## src/common/replica_pkg.sv

```systemverilog
// replica data types
// generator state, costs and the best-result record shared by the data blocks

package replica_pkg;

    // xorshift64 generator state
    typedef logic [63:0] seed_t;

    // cost of a candidate or base distance of a replica
    typedef logic [31:0] total_data_t;

    // number of low state bits that are added to the base distance
    localparam int noise_width = 8;

    typedef logic [7:0] node_idx_t;

    // node sits above cost so that a readback gives the cost in the low word
    typedef struct packed {
        node_idx_t   node;
        total_data_t cost;
    } best_t;

endpackage

```

## src/common/bus_pkg.sv

```systemverilog
// register map of the replica engine
// address regions and the command records that go from the bus slave to the data blocks

package bus_pkg;
    import replica_pkg::*;

    localparam logic [1:0] resp_okay = 2'b00;

    // taken from address bits 15:12
    typedef enum logic [3:0] {
        run_reg  = 4'h0,
        seed_reg = 4'h1,
        dist_reg = 4'h2,
        best_reg = 4'h4,
        none     = 4'hf
    } region_e;

    typedef struct packed {
        logic        strobe;
        region_e     region;
        node_idx_t   idx;
        logic [63:0] data;
    } wr_cmd_t;

    typedef struct packed {
        logic      strobe;
        region_e   region;
        node_idx_t idx;
    } rd_cmd_t;

    function automatic region_e decode_region(input logic [3:0] page);
        case (page)
            4'h0:    return run_reg;
            4'h1:    return seed_reg;
            4'h2:    return dist_reg;
            4'h4:    return best_reg;
            default: return none;
        endcase
    endfunction

endpackage

```

## src/bus_if/bus_if.sv

```systemverilog
// AXI-Lite slave of the replica engine
// turns bus writes and reads into one-cycle command strobes and returns register data

module bus_if
    import replica_pkg::*;
    import bus_pkg::*;
#(
    parameter int node_num = 4
)(
    input  logic                 S_AXI_ACLK,
    input  logic                 S_AXI_ARESETN,

    input  logic [15:0]          awaddr_i,
    input  logic                 awvalid_i,
    output logic                 awready_o,
    input  logic [63:0]          wdata_i,
    input  logic [7:0]           wstrb_i,
    input  logic                 wvalid_i,
    output logic                 wready_o,
    output logic [1:0]           bresp_o,
    output logic                 bvalid_o,
    input  logic                 bready_i,

    input  logic [15:0]          araddr_i,
    input  logic                 arvalid_i,
    output logic                 arready_o,
    output logic [63:0]          rdata_o,
    output logic [1:0]           rresp_o,
    output logic                 rvalid_o,
    input  logic                 rready_i,

    input  seed_t [node_num-1:0] seeds_i,
    input  total_data_t          chain_head_i,
    input  best_t                best_i,
    input  logic                 running_i,

    output wr_cmd_t              wr_cmd_o,
    output rd_cmd_t              rd_cmd_o
);

    localparam int idx_w = $clog2(node_num);

    typedef enum logic [2:0] {
        st_idle,
        st_addr,
        st_data,
        st_resp,
        st_read
    } state_e;

    state_e      state;
    logic        aw_hs;
    logic        w_hs;
    logic        ar_hs;
    logic        wr_done;
    logic        wr_go;
    logic        rd_phase;
    region_e     w_region;
    node_idx_t   w_idx;
    logic [63:0] w_data;
    logic        w_full;
    region_e     r_region;
    node_idx_t   r_idx;
    total_data_t head_q;
    logic [63:0] rd_sel;

    assign awready_o = (state == st_idle) || (state == st_data);
    assign wready_o  = (state == st_idle) || (state == st_addr);
    // a write arriving together with a read takes the slot first
    assign arready_o = (state == st_idle) && !awvalid_i && !wvalid_i;
    assign bvalid_o  = (state == st_resp);
    assign rvalid_o  = (state == st_read) && rd_phase;
    assign bresp_o   = resp_okay;
    assign rresp_o   = resp_okay;

    assign aw_hs = awvalid_i && awready_o;
    assign w_hs  = wvalid_i && wready_o;
    assign ar_hs = arvalid_i && arready_o;

    // both halves of the write are in once this cycle completes
    assign wr_done = (aw_hs || state == st_addr) && (w_hs || state == st_data);

    assign wr_cmd_o = wr_cmd_t'{strobe: wr_go, region: w_region, idx: w_idx, data: w_data};
    assign rd_cmd_o = rd_cmd_t'{strobe: ar_hs,
                                region: decode_region(araddr_i[15:12]),
                                idx:    araddr_i[10:3]};

    always_comb begin
        case (r_region)
            run_reg:  rd_sel = {63'b0, running_i};
            seed_reg: rd_sel = seeds_i[r_idx[idx_w-1:0]];
            dist_reg: rd_sel = {32'b0, head_q};
            best_reg: rd_sel = {24'b0, best_i};
            default:  rd_sel = '0;
        endcase
    end

    always_ff @(posedge S_AXI_ACLK) begin
        if (aw_hs) begin
            w_region <= decode_region(awaddr_i[15:12]);
            w_idx    <= awaddr_i[10:3];
        end
        if (w_hs) begin
            w_data <= wdata_i;
            w_full <= (wstrb_i == 8'hff);
        end
        // the chain rotates on the read strobe, so its head is taken before that
        if (ar_hs) begin
            r_region <= decode_region(araddr_i[15:12]);
            r_idx    <= araddr_i[10:3];
            head_q   <= chain_head_i;
        end
        if (state == st_read && !rd_phase) begin
            rdata_o <= rd_sel;
        end
    end

    always_ff @(posedge S_AXI_ACLK) begin
        if (!S_AXI_ARESETN) begin
            state    <= st_idle;
            wr_go    <= 1'b0;
            rd_phase <= 1'b0;
        end else begin
            // partial strobe patterns complete on the bus but change nothing
            wr_go <= wr_done && (w_hs ? (wstrb_i == 8'hff) : w_full);
            case (state)
                st_idle: begin
                    if (wr_done) begin
                        state <= st_resp;
                    end else if (aw_hs) begin
                        state <= st_addr;
                    end else if (w_hs) begin
                        state <= st_data;
                    end else if (ar_hs) begin
                        state <= st_read;
                    end
                end
                st_addr, st_data: begin
                    if (wr_done) begin
                        state <= st_resp;
                    end
                end
                st_resp: begin
                    if (bready_i) begin
                        state <= st_idle;
                    end
                end
                st_read: begin
                    if (!rd_phase) begin
                        rd_phase <= 1'b1;
                    end else if (rready_i) begin
                        rd_phase <= 1'b0;
                        state    <= st_idle;
                    end
                end
                default: state <= st_idle;
            endcase
        end
    end

    a_resp_excl: assert property (@(posedge S_AXI_ACLK) disable iff (!S_AXI_ARESETN)
        !(bvalid_o && rvalid_o));

    a_wr_pulse: assert property (@(posedge S_AXI_ACLK) disable iff (!S_AXI_ARESETN)
        wr_cmd_o.strobe |=> !wr_cmd_o.strobe);

    a_rd_latency: assert property (@(posedge S_AXI_ACLK) disable iff (!S_AXI_ARESETN)
        rd_cmd_o.strobe |=> !rd_cmd_o.strobe ##1 rvalid_o);

endmodule

```

## src/run_ctrl.sv

```systemverilog
// run control of the replica engine
// starts a run on a step-count write and steps one replica per cycle until the last visit

module run_ctrl
    import bus_pkg::*;
(
    input  logic        S_AXI_ACLK,
    input  logic        S_AXI_ARESETN,
    input  wr_cmd_t     wr_cmd_i,
    input  logic        last_i,
    output logic        load_o,
    output logic [23:0] steps_o,
    output logic        step_o,
    output logic        cand_valid_o,
    output logic        clear_best_o,
    output logic        running_o
);

    typedef enum logic {
        st_idle,
        st_run
    } state_e;

    state_e state;
    logic   start;

    // a count of zero is accepted on the bus but never leaves idle
    assign start = (state == st_idle) && wr_cmd_i.strobe && (wr_cmd_i.region == run_reg)
                   && (wr_cmd_i.data[23:0] != 24'd0);

    assign load_o       = start;
    assign clear_best_o = start;
    assign steps_o      = wr_cmd_i.data[23:0];
    assign running_o    = (state == st_run);
    assign step_o       = running_o;
    // the candidate cost is formed in the same cycle as the visit
    assign cand_valid_o = step_o;

    always_ff @(posedge S_AXI_ACLK) begin
        if (!S_AXI_ARESETN) begin
            state <= st_idle;
        end else begin
            case (state)
                st_idle: if (start) state <= st_run;
                st_run:  if (last_i) state <= st_idle;
                default: state <= st_idle;
            endcase
        end
    end

    // the host waits for the end of a run before it writes again
    a_no_write_in_run: assert property (@(posedge S_AXI_ACLK) disable iff (!S_AXI_ARESETN)
        running_o |-> !wr_cmd_i.strobe);

    a_run_ends: assert property (@(posedge S_AXI_ACLK) disable iff (!S_AXI_ARESETN)
        step_o && last_i |=> !running_o);

endmodule

```

## src/step_counter.sv

```systemverilog
// visit counter of a run
// walks the replica index round robin and counts the remaining sweeps down on each wrap

module step_counter
    import replica_pkg::*;
#(
    parameter int node_num = 4
)(
    input  logic        S_AXI_ACLK,
    input  logic        S_AXI_ARESETN,
    input  logic        load_i,
    input  logic [23:0] steps_i,
    input  logic        step_i,
    output node_idx_t   index_o,
    output logic        last_o
);

    localparam node_idx_t last_idx = node_idx_t'(node_num - 1);

    node_idx_t   index;
    logic [23:0] remaining;

    assign index_o = index;
    assign last_o  = (remaining == 24'd1) && (index == last_idx);

    always_ff @(posedge S_AXI_ACLK) begin
        if (!S_AXI_ARESETN) begin
            index     <= '0;
            remaining <= '0;
        end else if (load_i) begin
            index     <= '0;
            remaining <= steps_i;
        end else if (step_i) begin
            if (index == last_idx) begin
                index     <= '0;
                remaining <= remaining - 24'd1;
            end else begin
                index <= index + node_idx_t'(1);
            end
        end
    end

endmodule

```

## src/seed_bank.sv

```systemverilog
// bank of per-replica xorshift64 generators
// the host loads seeds, a run advances the visited replica once per step

module seed_bank
    import replica_pkg::*;
    import bus_pkg::*;
#(
    parameter int node_num = 4
)(
    input  logic                       S_AXI_ACLK,
    input  logic                       S_AXI_ARESETN,
    input  wr_cmd_t                    wr_cmd_i,
    input  logic                       step_i,
    input  node_idx_t                  index_i,
    output logic [noise_width-1:0]     noise_o,
    output seed_t [node_num-1:0]       seeds_o
);

    localparam int idx_w = $clog2(node_num);

    seed_t [node_num-1:0] seeds;
    seed_t                next_seed;

    function automatic seed_t xorshift64(input seed_t s);
        seed_t x;
        x = s;
        x = x ^ (x << 13);
        x = x ^ (x >> 7);
        x = x ^ (x << 17);
        return x;
    endfunction

    assign next_seed = xorshift64(seeds[index_i[idx_w-1:0]]);
    assign noise_o   = next_seed[noise_width-1:0];
    assign seeds_o   = seeds;

    always_ff @(posedge S_AXI_ACLK) begin
        if (!S_AXI_ARESETN) begin
            seeds <= '0;
        end else if (wr_cmd_i.strobe && wr_cmd_i.region == seed_reg) begin
            seeds[wr_cmd_i.idx[idx_w-1:0]] <= wr_cmd_i.data;
        end else if (step_i) begin
            seeds[index_i[idx_w-1:0]] <= next_seed;
        end
    end

endmodule

```

## src/distance_chain.sv

```systemverilog
// shift chain of per-replica base distances
// host pushes at the tail, a host read rotates the head to the tail

module distance_chain
    import replica_pkg::*;
    import bus_pkg::*;
#(
    parameter int node_num = 4
)(
    input  logic        S_AXI_ACLK,
    input  logic        S_AXI_ARESETN,
    input  wr_cmd_t     wr_cmd_i,
    input  rd_cmd_t     rd_cmd_i,
    input  node_idx_t   index_i,
    output total_data_t entry_o,
    output total_data_t head_o
);

    localparam int idx_w = $clog2(node_num);

    total_data_t [node_num-1:0] chain;
    logic                       push;
    logic                       rotate;

    assign push    = wr_cmd_i.strobe && (wr_cmd_i.region == dist_reg);
    assign rotate  = rd_cmd_i.strobe && (rd_cmd_i.region == dist_reg);
    assign head_o  = chain[0];
    assign entry_o = chain[index_i[idx_w-1:0]];

    always_ff @(posedge S_AXI_ACLK) begin
        if (!S_AXI_ARESETN) begin
            chain <= '0;
        end else if (push || rotate) begin
            for (int i = 0; i < node_num - 1; i++) begin
                chain[i] <= chain[i+1];
            end
            chain[node_num-1] <= push ? wr_cmd_i.data[31:0] : chain[0];
        end
    end

endmodule

```

## src/min_tracker.sv

```systemverilog
// running minimum of candidate costs
// keeps the lowest cost and its payload, the earliest one wins a tie

module min_tracker
    import replica_pkg::*;
#(
    parameter type payload_t = logic [7:0]
)(
    input  logic        S_AXI_ACLK,
    input  logic        S_AXI_ARESETN,
    input  logic        clear_i,
    input  logic        valid_i,
    input  total_data_t cost_i,
    input  payload_t    payload_i,
    output total_data_t best_cost_o,
    output payload_t    best_payload_o
);

    always_ff @(posedge S_AXI_ACLK) begin
        if (!S_AXI_ARESETN || clear_i) begin
            best_cost_o    <= '1;
            best_payload_o <= '0;
        end else if (valid_i && cost_i < best_cost_o) begin
            best_cost_o    <= cost_i;
            best_payload_o <= payload_i;
        end
    end

endmodule

```

## src/replica_top.sv

```systemverilog
// replica engine top level
// AXI-Lite slave in front of the generators, the distance chain and the minimum search

module replica_top
    import replica_pkg::*;
    import bus_pkg::*;
#(
    parameter int node_num = 4
)(
    input  logic        S_AXI_ACLK,
    input  logic        S_AXI_ARESETN,

    input  logic [15:0] awaddr_i,
    input  logic        awvalid_i,
    output logic        awready_o,
    input  logic [63:0] wdata_i,
    input  logic [7:0]  wstrb_i,
    input  logic        wvalid_i,
    output logic        wready_o,
    output logic [1:0]  bresp_o,
    output logic        bvalid_o,
    input  logic        bready_i,

    input  logic [15:0] araddr_i,
    input  logic        arvalid_i,
    output logic        arready_o,
    output logic [63:0] rdata_o,
    output logic [1:0]  rresp_o,
    output logic        rvalid_o,
    input  logic        rready_i
);

    wr_cmd_t                wr_cmd;
    rd_cmd_t                rd_cmd;
    seed_t [node_num-1:0]   seeds;
    logic [noise_width-1:0] noise;
    total_data_t            chain_head;
    total_data_t            chain_entry;
    total_data_t            cand_cost;
    total_data_t            best_cost;
    node_idx_t              best_node;
    node_idx_t              visit_idx;
    best_t                  best;
    logic [23:0]            steps;
    logic                   load;
    logic                   last;
    logic                   step;
    logic                   cand_valid;
    logic                   clear_best;
    logic                   running;

    // base distance of the visited replica plus the noise of its advanced generator
    assign cand_cost = chain_entry + total_data_t'(noise);
    assign best      = best_t'{node: best_node, cost: best_cost};

    bus_if #(.node_num(node_num)) i_bus_if (
        .S_AXI_ACLK, .S_AXI_ARESETN,
        .awaddr_i, .awvalid_i, .awready_o,
        .wdata_i, .wstrb_i, .wvalid_i, .wready_o,
        .bresp_o, .bvalid_o, .bready_i,
        .araddr_i, .arvalid_i, .arready_o,
        .rdata_o, .rresp_o, .rvalid_o, .rready_i,
        .seeds_i(seeds), .chain_head_i(chain_head), .best_i(best), .running_i(running),
        .wr_cmd_o(wr_cmd), .rd_cmd_o(rd_cmd)
    );

    run_ctrl i_run_ctrl (
        .S_AXI_ACLK, .S_AXI_ARESETN,
        .wr_cmd_i(wr_cmd), .last_i(last), .load_o(load), .steps_o(steps),
        .step_o(step), .cand_valid_o(cand_valid), .clear_best_o(clear_best),
        .running_o(running)
    );

    step_counter #(.node_num(node_num)) i_step_counter (
        .S_AXI_ACLK, .S_AXI_ARESETN,
        .load_i(load), .steps_i(steps), .step_i(step),
        .index_o(visit_idx), .last_o(last)
    );

    seed_bank #(.node_num(node_num)) i_seed_bank (
        .S_AXI_ACLK, .S_AXI_ARESETN,
        .wr_cmd_i(wr_cmd), .step_i(step), .index_i(visit_idx),
        .noise_o(noise), .seeds_o(seeds)
    );

    distance_chain #(.node_num(node_num)) i_distance_chain (
        .S_AXI_ACLK, .S_AXI_ARESETN,
        .wr_cmd_i(wr_cmd), .rd_cmd_i(rd_cmd), .index_i(visit_idx),
        .entry_o(chain_entry), .head_o(chain_head)
    );

    min_tracker #(.payload_t(node_idx_t)) i_min_tracker (
        .S_AXI_ACLK, .S_AXI_ARESETN,
        .clear_i(clear_best), .valid_i(cand_valid),
        .cost_i(cand_cost), .payload_i(visit_idx),
        .best_cost_o(best_cost), .best_payload_o(best_node)
    );

endmodule

```

## config.mk

```make
export PLATFORM = sky130hd
export DESIGN_NAME = replica_top
export DESIGN_NICKNAME = d
export VERILOG_FILES = /design/src/common/replica_pkg.sv /design/src/common/bus_pkg.sv /design/src/bus_if/bus_if.sv /design/src/run_ctrl.sv /design/src/step_counter.sv /design/src/seed_bank.sv /design/src/distance_chain.sv /design/src/min_tracker.sv /design/src/replica_top.sv
export SDC_FILE = /design/constraint.sdc
export NUM_CORES = 2
export LEC_CHECK = 0
export BUFFER_PORTS_ARGS = -buffer_cell sky130_fd_sc_hd__buf_4
export CORE_AREA = 2 2 252 254
export CTS_CLUSTER_DIAMETER = 200
export DETAILED_ROUTE_END_ITERATION = 7
export DIE_AREA = 0 0 254 256
export GPL_ROUTABILITY_DRIVEN = 0
export PLACE_DENSITY = 0.7
export SETUP_SLACK_MARGIN = 0.1
export SKIP_CTS_REPAIR_TIMING = 1
export SYNTH_ARGS = -nofsm -noshare
export SYNTH_HDL_FRONTEND = slang
export SYNTH_SLANG_ARGS = --single-unit
```

## constraint.sdc

```tcl
create_clock -name S_AXI_ACLK -period 7.67 [get_ports S_AXI_ACLK]
set_clock_uncertainty 0.15 [all_clocks]
set_input_delay 1.534 -clock S_AXI_ACLK [delete_from_list [all_inputs] [get_ports S_AXI_ACLK]]
set_output_delay 1.534 -clock S_AXI_ACLK [all_outputs]
set_load 0.01 [all_outputs]
```

== After elaboration in Yosys (flattened, before gate mapping) ==
Cells that the tools add are included.
Word-level totals
  register bits: 635
  word-level logic and storage cells: 141
Operators by class
  add/subtract/negate cells: 3
  $lt $le $gt $ge: 6
  equal/unequal tests: 24
  mux-type cells: 37
  bitwise gates (word level): 5
  reductions and logical operators: 42
Operators by type and width (number)
  $bwmux 256: 2
  $mux 256: 2
  $bmux 64 s2: 2
  $demux 64 s2: 2
  $mux 64: 4
  $pmux 64 s4: 1
  $xor 64x64->64: 2
  $mux 24: 3
  $bmux 32 s2: 1
  $mux 32: 2
  $xor 64x57->64: 1
  $add 32x8->32: 1
  $lt 32x32->1: 1
  $pmux 4 s4: 2
  $eq 24x1->1 const B: 1
  $mux 3: 8
  $reduce_bool 24->1: 1
  $sub 24x1->24 const B: 1
  $eq 4x2->1 const B: 5
  $logic_and 1x1->1: 19
  $eq 4x1->1 const B: 4
  $logic_not 4->1: 4
  $eq 4x3->1 const B: 3
  $pmux 3 s4: 1
  other kinds (22): 44

== Longest topological paths before layout ==
  depth after elaboration: 9
  gate-level depth with buffers: 25
  gate-level depth less buffers: 17

== Cells and area by module ==
Synthesis repeated with hierarchy kept, for this count alone.
Second synthesis, totals
  cell total of the unflattened synthesis: 2923
  area, all modules: 32058.2 um2
Modules (own cells, without submodules)
  seed_bank: times used 1, cells an instance 1246, area each 12719.7 um2, sequential area each 5124.9 um2
  bus_if: times used 1, cells an instance 442, area each 8187.9 um2, sequential area each 5465.2 um2
  distance_chain: times used 1, cells an instance 600, area each 5901.9 um2, sequential area each 2562.5 um2
  min_tracker: times used 1, cells an instance 292, area each 2372.3 um2, sequential area each 800.8 um2
  step_counter: times used 1, cells an instance 191, area each 1712.9 um2, sequential area each 640.6 um2
  replica_top: times used 1, cells an instance 109, area each 830.8 um2, sequential area each 0.0 um2
  run_ctrl: times used 1, cells an instance 43, area each 332.8 um2, sequential area each 20.0 um2

== Least setup slack after synthesis ==
Ideal clock, no wire load.
  kind: register -> register
  start: register i_step_counter.index[0], in the netlist i_step_counter.index_o[0]
  end: register i_min_tracker.best_cost_o[15]
  setup time: 0.129 ns
  data arrival time: 6.848 ns
  data required time: 7.391 ns
  slack: 0.543 ns
  stages on the path, launching flop included: 26
  cell sequence: dfxtp_1 buf_2 buf_4 buf_2 buf_2 buf_2 buf_1 mux4_2 ha_1 fa_1 a21o_1 a221oi_1 a211oi_1 clkbuf_1 nand3_1 xnor2_1 ha_1 nand2_1 o21ai_0 a2111oi_0 a2111oi_0 o32ai_1 clkbuf_1 buf_1 mux2i_1 nand2_1
On the way
  longest elaborated chain between the ends: 8
RTL lines
  start, declared: RTL line step_counter.sv:20  | node_idx_t index;
  start signal, assigned: RTL line step_counter.sv:38  | index <= index + node_idx_t'(1);
  $bmux 64 s2: RTL line seed_bank.sv:33  | assign next_seed = xorshift64(seeds[index_i[idx_w-1:0]]);
  $mux 64 (implied by the code): RTL line seed_bank.sv:33
  $xor 64x64->64: RTL line seed_bank.sv:27  | x = x ^ (x << 13);
  $xor 64x57->64: RTL line seed_bank.sv:28  | x = x ^ (x >> 7);
  $xor 64x64->64: RTL line seed_bank.sv:29  | x = x ^ (x << 17);
  $add 32x8->32 (*): RTL line replica_top.sv:53  | assign cand_cost = chain_entry + total_data_t'(noise);
  via cand_cost[10]: RTL line replica_top.sv:39  | total_data_t cand_cost;
  $lt 32x32->1 (*): RTL line min_tracker.sv:23  | end else if (valid_i && cost_i < best_cost_o) begin
  $logic_and 1x1->1 (*): RTL line min_tracker.sv:23
  end signal, assigned: RTL line min_tracker.sv:24  | best_cost_o <= cost_i;
  end, declared: RTL line min_tracker.sv:15  | output total_data_t best_cost_o,
The timed path passes the listed nets; every way through them passes the cells marked *. The select of a mux whose other input is x is not followed.
A chain may end at the register's enable or synchronous reset.

== Worst setup path in the final report ==
  start: register i_step_counter.index[0], in the netlist i_step_counter.index_o[0]
  end: register i_min_tracker.best_cost_o[0]
Same word-level chain as after synthesis.

==> summary.md <==
| Metric | Value |
|---|---|
| Non-filler instance count after layout | 3984 |
| Number of synthesis warnings | 0 |
| GRT Residual Overflow | 0 |
| Slew at the pin with the worst max-slew slack | ~1.3 ns |
| Initial DRC Count | 3229 |
| Syn Std Cell Area | approximately 31000 µm² |
| Commonest cells in the synthesized netlist | sky130_fd_sc_hd__dfxtp_1, sky130_fd_sc_hd__nand2_1, sky130_fd_sc_hd__a21oi_1 |
| Number of enable flip-flop cells after synthesis | approximately 170 |
| Number of vias per cell | 6.49 |
| Max-cap violations | 0 |
| Endpoints failing setup | 0 |
| Count of TritonRoute iterations in the first routing pass | 8 |
| Register area share after synthesis | approximately 47% |
| Max transition margin | 12.5% |
| Largest net degree at the start of global routing | approximately 150 |
| Clock root buffer | sky130_fd_sc_hd__clkbuf_16 |
| Maximum buffer depth of the clock tree | 3 |
| Final Max Tran Viols | 0 |
| Clock network latency to the later pin of the worst-skew pair | approximately 0.63 ns |
| Sinks on Clock Net | 635 |
| Setup TNS | 0 ns |
| Final number of hold-violating endpoints | 0 |
| Avg WL per Cell | ~25 µm |
| Post-route fraction of the period consumed by the critical path | between 80 and 90% |
| Total number of vias | 25900 |
| Dominant synthesized flop cell | sky130_fd_sc_hd__dfxtp_1 |
| Pwr per Cell Area | roughly 210 nW/µm² |
| RSZ-0062 raised after global routing | false |
| Count of filler cells inserted in the layout | between 5000 and 6000 |
| Worst path setup slack after routing | ~0.81 ns |
| Final net count | about 3200 |
| Syn_area_per_cell | just over 10 µm² |
| Area leader, netlist | sky130_fd_sc_hd__dfxtp_1 |
| Wire length of the first global-routing pass | roughly 150000 µm |
| Result of the run | finished, final reports clean |
| Largest fanout on the critical path | 25 |
| TritonCTS clock tree | yes |
| DRT met1 WL | around 38000 µm |
| Boundary pin count | about 180 |
| Hold Crit Class | flip-flop to flip-flop |
| Total met2 wirelength after detailed routing | approximately 45000 µm |
| Crit. End Element | flip-flop |
| IO buf count | around 160 |
| Synth-to-layout area growth | 13.5% |
| Top-area cell type share of the netlist area | 29.9% |
| Area of all sequential standard cells | about 14000 µm² |
| Unique cell type count in the Yosys netlist | just under 70 |
| Num CTS Buffers | between 60 and 70 |
| IR drop worst, VDD | between 0.00015 and 0.0002 V |
| Critical Path RT | around 8.0 ns |
| Post-synth ARST share | 0% |
| Remaining antenna violation count after routing | 0 |
| Number of cell rows | 92 |
| Dominant cells by area after synthesis | sky130_fd_sc_hd__dfxtp_1, sky130_fd_sc_hd__edfxtp_1, sky130_fd_sc_hd__mux4_2 |
| Multi-input combinational cell area | 15400 µm² |
| Shortest clock period the worst path allows after layout | about 7 ns |
| DRC violations left | 0 |
| Static power due to leakage | ~13 nW |
| Data arrival time of the worst path | between 7 and 8 ns |
| Cell with the most instances after synthesis | sky130_fd_sc_hd__dfxtp_1 |
| Placed insts | 3856 |
| Clock transition at the register clock pins on the worst setup and hold paths after CTS | roughly 0.060 ns |
| Sum of met3 wire segment lengths after detailed routing | ~11000 µm |
| Initial core utilization | just under 50% |
| Final standard cell utilization of the core | 56.3% |
| Core footprint | 62400 µm² |
| Via count of the first global-routing pass | approximately 26000 |
| HPWL reported at the end of detailed placement | approximately 63000 µm |
| Ratio of cells with drive above 1 in the final layout | approximately 17% |
| Critical setup path kind | flip-flop to flip-flop |
| Maximum operating frequency | 0.146 GHz |
| Total routing usage reported by global routing | a little under a third |
| Die Ht | approximately 260 µm |
| Number of antenna violations at the first check in global routing | 0 |
| Pre-CTS setup slack | approximately 0.97 ns |
| Top layer in use | met4 |
| H-tree level count | 3 |
| Die ar. | around 65000 µm² |
| Width of the die | ~250 µm |
| Total wire length | 99200 µm |
| Cell count after synthesis | ~3000 |
| Worst setup SP type | flip-flop |
| Flip-flop and latch count after synthesis | around 640 |
-- worst max-delay path, stage by stage (launching register included) --
cell                        delay [ns]
sky130_fd_sc_hd__dfxtp_4          0.70
sky130_fd_sc_hd__mux4_2           0.65
sky130_fd_sc_hd__xor2_1           0.71
sky130_fd_sc_hd__ha_1             0.44
sky130_fd_sc_hd__and3_1           0.21
sky130_fd_sc_hd__a221oi_1         0.49
sky130_fd_sc_hd__a211oi_1         0.16
sky130_fd_sc_hd__buf_4            0.22
sky130_fd_sc_hd__nand4b_1         0.13
sky130_fd_sc_hd__xnor2_1          0.10
sky130_fd_sc_hd__ha_1             0.29
sky130_fd_sc_hd__nand4_1          0.14
sky130_fd_sc_hd__or2_2            0.37
sky130_fd_sc_hd__a2111oi_0        0.95
sky130_fd_sc_hd__o32ai_4          0.31
sky130_fd_sc_hd__buf_4            0.34
sky130_fd_sc_hd__mux2i_1          0.21
sky130_fd_sc_hd__nand2_1          0.08
-- registers in the layout, summed over array words and instances, names as in the netlist, 2 cells and up --
signal / count
i_seed_bank.seeds_o: 256
i_bus_if.rdata_o: 64
i_bus_if.r_region: 4
i_bus_if.state: 3
i_bus_if.w_region: 4
i_bus_if.head_q: 32
i_bus_if.r_idx: 2
i_bus_if.w_data: 64
i_distance_chain.head_o: 32
i_min_tracker.best_payload_o: 8
i_min_tracker.best_cost_o: 32
i_distance_chain.chain: 96
i_bus_if.w_idx: 2
i_step_counter.remaining: 24
i_step_counter.index_o: 8
-- metrics by stage --
step	hold slack, ns	power [W]	area, µm²
3_3_place_gp	0.298	0.00381	32800
2_1_floorplan	0.288	0.00369	31000
4_1_cts	0.314	0.00725	35100
3_5_place_dp	0.306	0.00382	32800
5_1_grt	0.331	0.00740	35100
6_report	0.315	0.00723	35100
-- where the power goes --
group	switching [W]	total (W)	internal, W
Sequential	0.0000842	0.00357	0.00349
Combinational	0.000116	0.000178	0.0000618
Clock	0.00142	0.00347	0.00205
-- cells by family after synthesis --
logic type,Yosys count,synth area share [%]
AO/OA/AOI/OAI,748,16.0
XOR/XNOR,203,5.74
adder cells (fa/ha/maj),46,1.88
buffers and inverters,319,4.07
flip-flops,635,46.6
multiplexers,226,13.8
other,1,0.0121
AND/OR/NAND/NOR,857,11.9
-- placed cells by master, fill, tap and decap left out, types with 9 or more instances in the layout --
cell,n
sky130_fd_sc_hd__clkinv_2,16
sky130_fd_sc_hd__nand4_1,17
sky130_fd_sc_hd__and2_1,29
sky130_fd_sc_hd__edfxtp_1,172
sky130_fd_sc_hd__nor2_1,297
sky130_fd_sc_hd__a21oi_1,308
sky130_fd_sc_hd__buf_4,214
sky130_fd_sc_hd__nand2b_1,11
sky130_fd_sc_hd__dfxtp_1,461
sky130_fd_sc_hd__clkbuf_1,18
sky130_fd_sc_hd__nand3_1,22
sky130_fd_sc_hd__inv_1,76
sky130_fd_sc_hd__xnor2_1,130
sky130_fd_sc_hd__clkbuf_16,75
sky130_fd_sc_hd__a21o_1,13
sky130_fd_sc_hd__o21ai_0,55
sky130_fd_sc_hd__o211ai_1,12
sky130_fd_sc_hd__mux4_2,160
sky130_fd_sc_hd__a211oi_1,38
sky130_fd_sc_hd__nor4_1,13
sky130_fd_sc_hd__xor2_1,73
sky130_fd_sc_hd__ha_1,45
sky130_fd_sc_hd__a222oi_1,31
sky130_fd_sc_hd__or2_2,9
sky130_fd_sc_hd__nor3_1,32
sky130_fd_sc_hd__a221oi_1,106
sky130_fd_sc_hd__nand2_1,366
sky130_fd_sc_hd__mux2i_1,65
sky130_fd_sc_hd__a22oi_1,126
sky130_fd_sc_hd__o21a_1,10
-- final timing paths --
kind | to | startpoint | slack, ns | cells after the start
max | i_min_tracker.best_cost_o[0] | i_step_counter.index_o[0] | 0.81 | 17
min | i_distance_chain.chain[85] | i_distance_chain.chain[85] | 0.31 | 2
max reg2reg | i_min_tracker.best_cost_o[0] | i_step_counter.index_o[0] | 0.81 | 17
min reg2reg | i_distance_chain.chain[85] | i_distance_chain.chain[85] | 0.31 | 2
-- routing by layer --
layer	vias to the layer above	GRT usage [%]
li1	11300	-
met1	12600	39.4
met2	1692	46.4
met3	343	7.13
met4	0	15.4
met5	-	0
-- area by class of cell --
cell class / instances / area share (%)
Multi-Input combinational cell: 2084 / 43.8
Sequential cell: 635 / 41.1
Clock buffer: 95 / 5.61
Timing Repair Buffer: 214 / 4.57
Tap cell: 846 / 3.01
Clock inverter: 32 / 1.07
Inverter: 77 / 0.844
Antenna cell: 1 / 0.00712
Note: power is estimated with default switching activity, not from simulation.
